--- src/hdl/lsu_pkg.sv ---
package lsu_pkg;

	localparam int XLEN = 64;
	localparam int PADDR_W = 32;
	localparam int STRB_W = XLEN / 8;

	// rename bits appended to the 5-bit register index
	localparam int RB = 2;
	localparam int RD_W = 5 + RB;

	localparam int STPB_DEPTH = 8;

	typedef logic [XLEN-1:0] xlen_t;
	typedef logic [PADDR_W-1:0] paddr_t;
	typedef logic [STRB_W-1:0] strb_t;
	typedef logic [RD_W-1:0] rd_tag_t;

	typedef enum logic [3:0] {
		LB,
		LH,
		LW,
		LD,
		LBU,
		LHU,
		LWU,
		SB,
		SH,
		SW,
		SD,
		FENCE,
		FENCE_I,
		NOP
	} lsu_op_e;

	// data and strobe are already shifted to their byte lanes
	typedef struct packed {
		paddr_t addr;
		strb_t strb;
		xlen_t data;
	} store_entry_t;

	// log2 of the access size in bytes
	function automatic logic [1:0] op_size(lsu_op_e op);
		case (op)
			LB, LBU, SB: return 2'd0;
			LH, LHU, SH: return 2'd1;
			LW, LWU, SW: return 2'd2;
			default: return 2'd3;
		endcase
	endfunction

endpackage
--- src/hdl/lsu.sv ---
`timescale 1ns/10ps

module lsu (
	input logic CLK,
	input logic rst_i,

	input logic issue_valid_i,
	input lsu_pkg::lsu_op_e issue_op_i,
	input lsu_pkg::xlen_t issue_addr_i,
	input lsu_pkg::xlen_t issue_wdata_i,
	input lsu_pkg::rd_tag_t issue_rd_i,
	output logic issue_ready_o,

	output logic wb_valid_o,
	output lsu_pkg::xlen_t wb_res_o,
	output lsu_pkg::rd_tag_t wb_rd_o,

	input logic commit_i,
	input logic flush_i,
	output logic fault_o,
	output logic fencei_o,

	output lsu_pkg::paddr_t axi_awaddr_o,
	output logic axi_awvalid_o,
	input logic axi_awready_i,
	output lsu_pkg::xlen_t axi_wdata_o,
	output lsu_pkg::strb_t axi_wstrb_o,
	output logic axi_wvalid_o,
	input logic axi_wready_i,
	input logic axi_bvalid_i,
	output logic axi_bready_o,

	output lsu_pkg::paddr_t axi_araddr_o,
	output logic axi_arvalid_o,
	input logic axi_arready_i,
	input lsu_pkg::xlen_t axi_rdata_i,
	input logic axi_rvalid_i,
	output logic axi_rready_o
);

	logic is_load;
	logic is_store;
	logic [1:0] size;
	logic misalign;
	logic acc_fault;

	logic accept;
	logic ld_go;
	logic st_go;
	logic quick_done;

	lsu_pkg::strb_t strb_base;
	lsu_pkg::store_entry_t st_entry;
	lsu_pkg::store_entry_t stpb_head;
	lsu_pkg::paddr_t chk_addr;

	logic stpb_committed;
	logic stpb_full;
	logic stpb_hazard;
	logic stpb_pop;

	logic rd_done;
	logic rd_busy;
	lsu_pkg::xlen_t rd_res;

	logic wb_valid_q;
	logic fault_q;
	lsu_pkg::xlen_t wb_res_q;
	lsu_pkg::rd_tag_t wb_rd_q;

	// op classification
	assign is_load = (issue_op_i inside {lsu_pkg::LB, lsu_pkg::LH, lsu_pkg::LW, lsu_pkg::LD,
		lsu_pkg::LBU, lsu_pkg::LHU, lsu_pkg::LWU});
	assign is_store = (issue_op_i inside {lsu_pkg::SB, lsu_pkg::SH, lsu_pkg::SW, lsu_pkg::SD});
	assign size = lsu_pkg::op_size(issue_op_i);

	always_comb begin
		case (size)
			2'd0: misalign = 1'b0;
			2'd1: misalign = issue_addr_i[0];
			2'd2: misalign = |issue_addr_i[1:0];
			default: misalign = |issue_addr_i[2:0];
		endcase
	end

	// only real memory accesses can fault, fences ignore the address
	assign acc_fault = (is_load | is_store) & ((|issue_addr_i[63:32]) | misalign);

	assign accept = issue_valid_i & ~flush_i;
	assign ld_go = accept & is_load & ~acc_fault;
	assign st_go = accept & is_store & ~acc_fault;
	assign quick_done = accept & ~ld_go;

	assign fencei_o = issue_valid_i & (issue_op_i == lsu_pkg::FENCE_I);
	assign issue_ready_o = ~rd_busy & ~stpb_full;

	// lane-aligned store entry
	assign strb_base = (size == 2'd0) ? 8'h01 :
		(size == 2'd1) ? 8'h03 :
		(size == 2'd2) ? 8'h0f : 8'hff;
	assign st_entry.addr = issue_addr_i[31:0];
	assign st_entry.strb = strb_base << issue_addr_i[2:0];
	assign st_entry.data = issue_wdata_i << {issue_addr_i[2:0], 3'b000};

	assign chk_addr = issue_valid_i ? issue_addr_i[31:0] : axi_araddr_o;

	stp_block #(
		.payload_t(lsu_pkg::store_entry_t)
	) stpb_inst (
		.CLK(CLK),
		.rst_i(rst_i),
		.push_i(st_go),
		.data_i(st_entry),
		.commit_i(commit_i),
		.pop_i(stpb_pop),
		.flush_i(flush_i),
		.chk_addr_i(chk_addr),
		.data_o(stpb_head),
		.committed_o(stpb_committed),
		.full_o(stpb_full),
		.hazard_o(stpb_hazard)
	);

	lsu_rd_chan rd_chan_inst (
		.CLK(CLK),
		.rst_i(rst_i),
		.start_i(ld_go),
		.addr_i(issue_addr_i[31:0]),
		.op_i(issue_op_i),
		.hold_i(stpb_hazard),
		.flush_i(flush_i),
		.araddr_o(axi_araddr_o),
		.arvalid_o(axi_arvalid_o),
		.arready_i(axi_arready_i),
		.rdata_i(axi_rdata_i),
		.rvalid_i(axi_rvalid_i),
		.rready_o(axi_rready_o),
		.done_o(rd_done),
		.res_o(rd_res),
		.busy_o(rd_busy)
	);

	lsu_wr_chan wr_chan_inst (
		.CLK(CLK),
		.rst_i(rst_i),
		.entry_i(stpb_head),
		.ready_i(stpb_committed),
		.pop_o(stpb_pop),
		.awaddr_o(axi_awaddr_o),
		.awvalid_o(axi_awvalid_o),
		.awready_i(axi_awready_i),
		.wdata_o(axi_wdata_o),
		.wstrb_o(axi_wstrb_o),
		.wvalid_o(axi_wvalid_o),
		.wready_i(axi_wready_i),
		.bvalid_i(axi_bvalid_i),
		.bready_o(axi_bready_o)
	);

	always_ff @(posedge CLK) begin
		if (rst_i) begin
			wb_valid_q <= 1'b0;
			fault_q <= 1'b0;
		end else begin
			wb_valid_q <= quick_done | rd_done;
			if (flush_i) begin
				fault_q <= 1'b0;
			end else if (accept & acc_fault) begin
				fault_q <= 1'b1;
			end
		end
	end

	// stores, fences and faults write back zero
	always_ff @(posedge CLK) begin
		if (accept) begin
			wb_rd_q <= issue_rd_i;
		end
		wb_res_q <= rd_done ? rd_res : '0;
	end

	assign wb_valid_o = wb_valid_q;
	assign wb_res_o = wb_res_q;
	assign wb_rd_o = wb_rd_q;
	assign fault_o = fault_q;

endmodule

--- src/hdl/lsu_wr_chan.sv ---
`timescale 1ns/10ps

module lsu_wr_chan (
	input logic CLK,
	input logic rst_i,

	input lsu_pkg::store_entry_t entry_i,
	input logic ready_i,
	output logic pop_o,

	output lsu_pkg::paddr_t awaddr_o,
	output logic awvalid_o,
	input logic awready_i,

	output lsu_pkg::xlen_t wdata_o,
	output lsu_pkg::strb_t wstrb_o,
	output logic wvalid_o,
	input logic wready_i,

	input logic bvalid_i,
	output logic bready_o
);

	lsu_pkg::store_entry_t cur_q;

	logic awvalid_q;
	logic wvalid_q;
	logic out_q;
	logic bready_q;
	logic launch;

	// one write in flight, next one waits for the B handshake
	assign launch = ready_i & ~out_q;

	// head is popped on AW, so W keeps its own copy
	always_ff @(posedge CLK) begin
		if (launch) begin
			cur_q <= entry_i;
		end
	end

	always_ff @(posedge CLK) begin
		if (rst_i) begin
			awvalid_q <= 1'b0;
			wvalid_q <= 1'b0;
			out_q <= 1'b0;
			bready_q <= 1'b0;
		end else begin
			if (launch) begin
				awvalid_q <= 1'b1;
				wvalid_q <= 1'b1;
				out_q <= 1'b1;
			end else begin
				if (awvalid_q & awready_i) begin
					awvalid_q <= 1'b0;
				end
				if (wvalid_q & wready_i) begin
					wvalid_q <= 1'b0;
				end
				if (bvalid_i & bready_q) begin
					out_q <= 1'b0;
				end
			end
			bready_q <= bvalid_i & out_q & ~bready_q;
		end
	end

	assign pop_o = awvalid_q & awready_i;
	assign awaddr_o = cur_q.addr;
	assign awvalid_o = awvalid_q;
	assign wdata_o = cur_q.data;
	assign wstrb_o = cur_q.strb;
	assign wvalid_o = wvalid_q;
	assign bready_o = bready_q;

endmodule

--- src/hdl/lsu_rd_chan.sv ---
`timescale 1ns/10ps

module lsu_rd_chan (
	input logic CLK,
	input logic rst_i,

	input logic start_i,
	input lsu_pkg::paddr_t addr_i,
	input lsu_pkg::lsu_op_e op_i,
	input logic hold_i,
	input logic flush_i,

	output lsu_pkg::paddr_t araddr_o,
	output logic arvalid_o,
	input logic arready_i,

	input lsu_pkg::xlen_t rdata_i,
	input logic rvalid_i,
	output logic rready_o,

	output logic done_o,
	output lsu_pkg::xlen_t res_o,
	output logic busy_o
);

	lsu_pkg::paddr_t addr_q;
	logic [1:0] size_q;
	logic uns_q;

	logic ar_wait_q;
	logic arvalid_q;
	logic r_wait_q;
	logic rready_q;
	logic inval_q;

	logic ar_go;
	logic ar_hs;
	logic r_hs;
	lsu_pkg::xlen_t lane;

	// load attributes, held until the data returns
	always_ff @(posedge CLK) begin
		if (start_i) begin
			addr_q <= addr_i;
			size_q <= lsu_pkg::op_size(op_i);
			uns_q <= (op_i == lsu_pkg::LBU) || (op_i == lsu_pkg::LHU) ||
				(op_i == lsu_pkg::LWU);
		end
	end

	assign ar_go = (start_i | ar_wait_q) & ~hold_i & ~flush_i;
	assign ar_hs = arvalid_q & arready_i;
	assign r_hs = rvalid_i & rready_q;

	always_ff @(posedge CLK) begin
		if (rst_i) begin
			ar_wait_q <= 1'b0;
			arvalid_q <= 1'b0;
			r_wait_q <= 1'b0;
			rready_q <= 1'b0;
			inval_q <= 1'b0;
		end else begin
			// a load still blocked by the hazard is simply dropped on flush
			ar_wait_q <= (start_i | ar_wait_q) & hold_i & ~flush_i;
			if (ar_go) begin
				arvalid_q <= 1'b1;
			end else if (ar_hs) begin
				arvalid_q <= 1'b0;
			end
			if (ar_hs) begin
				r_wait_q <= 1'b1;
			end else if (r_hs) begin
				r_wait_q <= 1'b0;
			end
			rready_q <= rvalid_i & r_wait_q & ~rready_q;
			// once on the bus the read must finish, its data is thrown away
			if (r_hs) begin
				inval_q <= 1'b0;
			end else if (flush_i & (arvalid_q | r_wait_q)) begin
				inval_q <= 1'b1;
			end
		end
	end

	assign lane = rdata_i >> {addr_q[2:0], 3'b000};

	always_comb begin
		case (size_q)
			2'd0: res_o = uns_q ? {56'b0, lane[7:0]} : {{56{lane[7]}}, lane[7:0]};
			2'd1: res_o = uns_q ? {48'b0, lane[15:0]} : {{48{lane[15]}}, lane[15:0]};
			2'd2: res_o = uns_q ? {32'b0, lane[31:0]} : {{32{lane[31]}}, lane[31:0]};
			default: res_o = lane;
		endcase
	end

	assign araddr_o = addr_q;
	assign arvalid_o = arvalid_q;
	assign rready_o = rready_q;
	assign done_o = r_hs & ~inval_q & ~flush_i;
	assign busy_o = ar_wait_q | arvalid_q | r_wait_q;

endmodule

--- src/hdl/stp_block.sv ---
`timescale 1ns/10ps

module stp_block #(
	parameter type payload_t = lsu_pkg::store_entry_t,
	parameter int DEPTH = lsu_pkg::STPB_DEPTH
) (
	input logic CLK,
	input logic rst_i,

	input logic push_i,
	input payload_t data_i,
	input logic commit_i,
	input logic pop_i,
	input logic flush_i,
	input lsu_pkg::paddr_t chk_addr_i,

	output payload_t data_o,
	output logic committed_o,
	output logic full_o,
	output logic hazard_o
);

	localparam int IW = $clog2(DEPTH);

	// pointers carry one wrap bit above the index
	logic [IW:0] rd_ptr;
	logic [IW:0] cmt_ptr;
	logic [IW:0] wr_ptr;
	logic [IW:0] cmt_ptr_nxt;

	logic [DEPTH-1:0] vld;
	logic [DEPTH-1:0] cmt;
	logic [DEPTH-1:0] vld_nxt;
	logic [DEPTH-1:0] cmt_nxt;
	logic [DEPTH-1:0] match;

	logic push_ok;
	logic commit_ok;

	payload_t mem [DEPTH];

	assign push_ok = push_i & ~flush_i & ~full_o;
	// a commit with nothing uncommitted is ignored
	assign commit_ok = commit_i & (cmt_ptr != wr_ptr);
	assign cmt_ptr_nxt = commit_ok ? cmt_ptr + 1'b1 : cmt_ptr;

	assign full_o = (wr_ptr[IW] != rd_ptr[IW]) && (wr_ptr[IW-1:0] == rd_ptr[IW-1:0]);
	assign committed_o = (cmt_ptr != rd_ptr);
	assign data_o = mem[rd_ptr[IW-1:0]];

	always_comb begin
		vld_nxt = vld;
		cmt_nxt = cmt;
		if (commit_ok) begin
			cmt_nxt[cmt_ptr[IW-1:0]] = 1'b1;
		end
		if (pop_i) begin
			vld_nxt[rd_ptr[IW-1:0]] = 1'b0;
			cmt_nxt[rd_ptr[IW-1:0]] = 1'b0;
		end
		// flush keeps only the committed entries
		if (flush_i) begin
			vld_nxt = vld_nxt & cmt_nxt;
		end else if (push_ok) begin
			vld_nxt[wr_ptr[IW-1:0]] = 1'b1;
		end
	end

	always_ff @(posedge CLK) begin
		if (rst_i) begin
			rd_ptr <= '0;
			cmt_ptr <= '0;
			wr_ptr <= '0;
			vld <= '0;
			cmt <= '0;
		end else begin
			if (pop_i) begin
				rd_ptr <= rd_ptr + 1'b1;
			end
			cmt_ptr <= cmt_ptr_nxt;
			if (flush_i) begin
				wr_ptr <= cmt_ptr_nxt;
			end else if (push_ok) begin
				wr_ptr <= wr_ptr + 1'b1;
			end
			vld <= vld_nxt;
			cmt <= cmt_nxt;
		end
	end

	always_ff @(posedge CLK) begin
		if (push_ok) begin
			mem[wr_ptr[IW-1:0]] <= data_i;
		end
	end

	// hazard on the same 8-byte granule
	always_comb begin
		for (int i = 0; i < DEPTH; i++) begin
			match[i] = vld[i] &&
				(mem[i].addr[lsu_pkg::PADDR_W-1:3] == chk_addr_i[lsu_pkg::PADDR_W-1:3]);
		end
	end

	assign hazard_o = |match;

endmodule

--- config.mk ---
export PLATFORM = sky130hd
export DESIGN_NAME = lsu
export DESIGN_NICKNAME = d
export VERILOG_FILES = /design/src/hdl/lsu_pkg.sv /design/src/hdl/lsu.sv /design/src/hdl/lsu_wr_chan.sv /design/src/hdl/lsu_rd_chan.sv /design/src/hdl/stp_block.sv
export SDC_FILE = /design/constraint.sdc
export NUM_CORES = 2
export LEC_CHECK = 0
export BUFFER_PORTS_ARGS = -buffer_cell sky130_fd_sc_hd__buf_2
export CAP_MARGIN = 10
export CORE_MARGIN = 8
export CORE_UTILIZATION = 55
export CTS_CLUSTER_DIAMETER = 150
export DETAILED_ROUTE_END_ITERATION = 6
export HOLD_SLACK_MARGIN = 0.12
export PLACE_DENSITY = 0.75
export SKIP_LAST_GASP = 1
export SLEW_MARGIN = 10
export SYNTH_ARGS = -nofsm -noshare
export SYNTH_HDL_FRONTEND = slang
export SYNTH_SLANG_ARGS = --single-unit
export TNS_END_PERCENT = 5
--- constraint.sdc ---
create_clock -name CLK -period 30.9 [get_ports CLK]
set_clock_uncertainty 0.05 [all_clocks]
set_input_delay 1.545 -clock CLK [delete_from_list [all_inputs] [get_ports CLK]]
set_output_delay 1.545 -clock CLK [all_outputs]
set_load 0.005 [all_outputs]
==> results_dict.tcl <==
set metrics [dict create \
    status "finished clean" \
    cts_hold_buf 0 \
    drv_slew 0 \
    clk_pin_slew_ns 0.06 \
    coreArea_mm2 0.0834 \
    fin_area_mm2 0.0533 \
    clkLatencyLatePin_ns 0.69 \
    synth_enable_flop_cells 978 \
    grt_antenna_before_repair 7 \
    ys_warn_count 0 \
    final-setup-viol-count 0 \
    grt_max_degree 82 \
    hold_path_class "reg2reg" \
    grt_pass1_wl_um 194000 \
    synth_top_cell_by_area "edfxtp_1" \
    clkSinkCount 1081 \
    crit_start "issue_op_i[2]" \
    totalWireLength_um 134000 \
    post_cts_buffers 0 \
    hold_depth 2 \
    clock.fmax_mhz 204 \
    cts_buffers 107 \
    grt_overflow_total 0 \
    reg2reg_setup_slack_ns 26.60 \
    maxSlewHeadroom_pct 12.1 \
    io_buffers 428 \
    dr_total_vias 28489 \
    cts_tree "done" \
    viasPerCell 6.32 \
    yosys.area.top_type_share_pct 63.5 \
    crit_required_ns 31.15 \
    worstPathMaxFanout 61 \
    fin_crit_ns 4.90 \
    grt.total_usage_pct 27.7 \
    worst_setup_path_end_kind "flop" \
    layout_commonest_cell "edfxtp_1" \
    period_share_pct 15.9 \
    dp_hpwl_um 91100 \
    die_area_mm2 0.0937 \
    postSynth.asyncResetShare_pct 0 \
    setup_slack_ns 26.00 \
    gp_congestion 1.03 \
    r2r_start "stpb_inst.rd_ptr[0]" \
    finalPower_mw 3.44 \
    postPlaceCellArea_mm2 0.0497 \
    synth-main-ff-cell "edfxtp_1" \
    postCtsResizedCells 0 \
    clockBufferDepth 3 \
    r2r.worst_path.cells 8 \
    wl_per_cell_um 29.7 \
    tightest_slew_ns 1.32 \
    rows 106 \
    seq_area_frac_synth_pct 67.9 \
    initial_core_util_pct 55.5 \
    synth_cell_types 59 \
    grt_setup_unrepaired "no" \
    leakage_nw 18.0 \
    syn_area_mm2 0.0463 \
    timing_hold_violations_final 0 \
    dieHeight_um 306 \
    final_antenna_net_count 0 \
    nFillCells 5833 \
    areaGrowthSynthToFinish_pct 15.1 \
    critPathKind "in2reg" \
    drt_iter0_drc 3199 \
    nNetsFinal 3555 \
    pre_cts_ws_ns 25.29 \
    finalSetupTns_ns 0 \
    synth-seq-cells 1081 \
    syn_nets 3109 \
    cts_htree_levels 3 \
    maxCapViolations 0 \
    cts-root-buf "clkbuf_16" \
    firstDrtPassIters 6 \
    syn_inst 2893 \
    syn_area_per_cell_um2 16.0 \
    route.detailed.drc 0 \
    power_density_mw_per_mm2 64.5 \
    grt_pass1_vias 28724 \
    crit_path_start_kind "primary input" \
    critPathArrivalTime_ns 5.15 \
    holdCritStartpoint "stpb_inst.cmt[5]" \
    chipWidth_um 306 \
    top_level_ports 429 \
    synthTopCellsByArea "edfxtp_1 (63%), mux4_2 (12%), xnor2_1 (4.5%)" \
    mostFrequentLayoutCells "edfxtp_1 (978), buf_2 (427), nand2_1 (419)" \
    irDropWorstVdd_mv 0.0496 \
    drive_gt1_share_pct 28.9 \
]
report_power, final:
| group | switching [mW] | total, mW | leakage (nW) | internal [mW] |
|---|---|---|---|---|
| sequential | 0.0321 | 1.72 | 9.71 | 1.69 |
| clock | 0.559 | 1.32 | 1.71 | 0.758 |
| combinational | 0.241 | 0.402 | 6.54 | 0.160 |
| total | 0.832 | 3.44 | 18.0 | 2.60 |
worst max-delay path, stage by stage:
cell and delay, ns:
buf_2 0.15, nor2b_1 0.22, a22oi_1 0.31, a211oi_1 0.48
nand4_1 0.33, or2_1 0.42, nor2_4 0.67, buf_4 0.90
per-layer routing:
layer / track usage [%] / up-vias / part of all wire (%)
met3: 5.28 / 209 / 9.3
met1: 37.1 / 14461 / 38
met5: 0 / - / 0.020
li1: - / 12107 / -
met4: 7.78 / 4 / 2.8
met2: 46.7 / 1708 / 49
registers in the layout, summed over array words and instances, names as in the netlist, 7 cells and up:
register,cells
stpb_inst.mem,832
wb_res_o,64
wr_chan_inst.wdata_o,64
rd_chan_inst.araddr_o,32
wr_chan_inst.awaddr_o,32
stpb_inst.cmt,8
stpb_inst.vld,8
wr_chan_inst.wstrb_o,8
wb_rd_o,7
worst paths after layout:
check | endpoint
setup / recovery | stpb_inst.mem[5][16]
hold reg to reg | stpb_inst.cmt[5]
hold / removal | stpb_inst.cmt[5]
setup reg to reg | stpb_inst.mem[5][16]
kinds of logic (layout without fill, tap and decap cells):
family	count (synthesis)	in the layout	share of synthesized area, %
xor gates and xnor gates	251	251	4.75
and+or+nand+nor	767	767	7.62
muxes	388	388	15.1
AOI/OAI and AO/OA	228	228	3.09
adders and majority gates	3	3	0.0811
DFF	1081	1081	67.9
buffers and inverters	175	711	1.49
other	0	2	0
layout make-up:
cell class                      count  area, um2  share of cell area, %
Sequential cell                  1081      31400                   59.0
Multi-Input combinational cell   1637      14200                   26.7
Clock buffer                      135       2810                   5.28
Timing Repair Buffer              487       2580                   4.85
Tap cell                         1080       1350                   2.54
Clock inverter                     64        743                   1.40
Inverter                           25       97.6                  0.183
Antenna cell                        2       5.00                0.00940
synth_stat cells (2+ instances only):
master	count
edfxtp_1	978
nand2_1	419
mux4_2	241
xnor2_1	240
nor4_1	124
dfxtp_1	103
mux2i_1	93
clkbuf_1	87
nor2_1	85
a21oi_1	74
buf_1	55
mux2_2	54
o21ai_0	47
nor2b_1	46
nand4_1	36
o22ai_1	32
a21oi_2	30
inv_1	24
nand2b_1	14
xor2_1	11
nand3_1	10
nor3_1	10
a211oi_1	9
and2_1	9
a21o_1	5
buf_2	4
a22oi_1	3
a31oi_1	3
and3_1	3
buf_6	3
ha_1	3
o21a_1	3
o31ai_1	3
a21boi_0	2
nor3b_1	2
nor4bb_1	2
o32ai_1	2
or2_2	2
or3_1	2
metrics by stage:
stage                     hold WS [ns]  cells  util, %
after floorplan                  0.374   2893        -
after global placement           0.386   4309     59.6
after detailed placement         0.392   4309     59.6
after CTS                        0.406   4508     63.8
after global routing             0.438   4510     63.8
final                            0.411   4511     63.8
(Power assumes the default switching activity.)
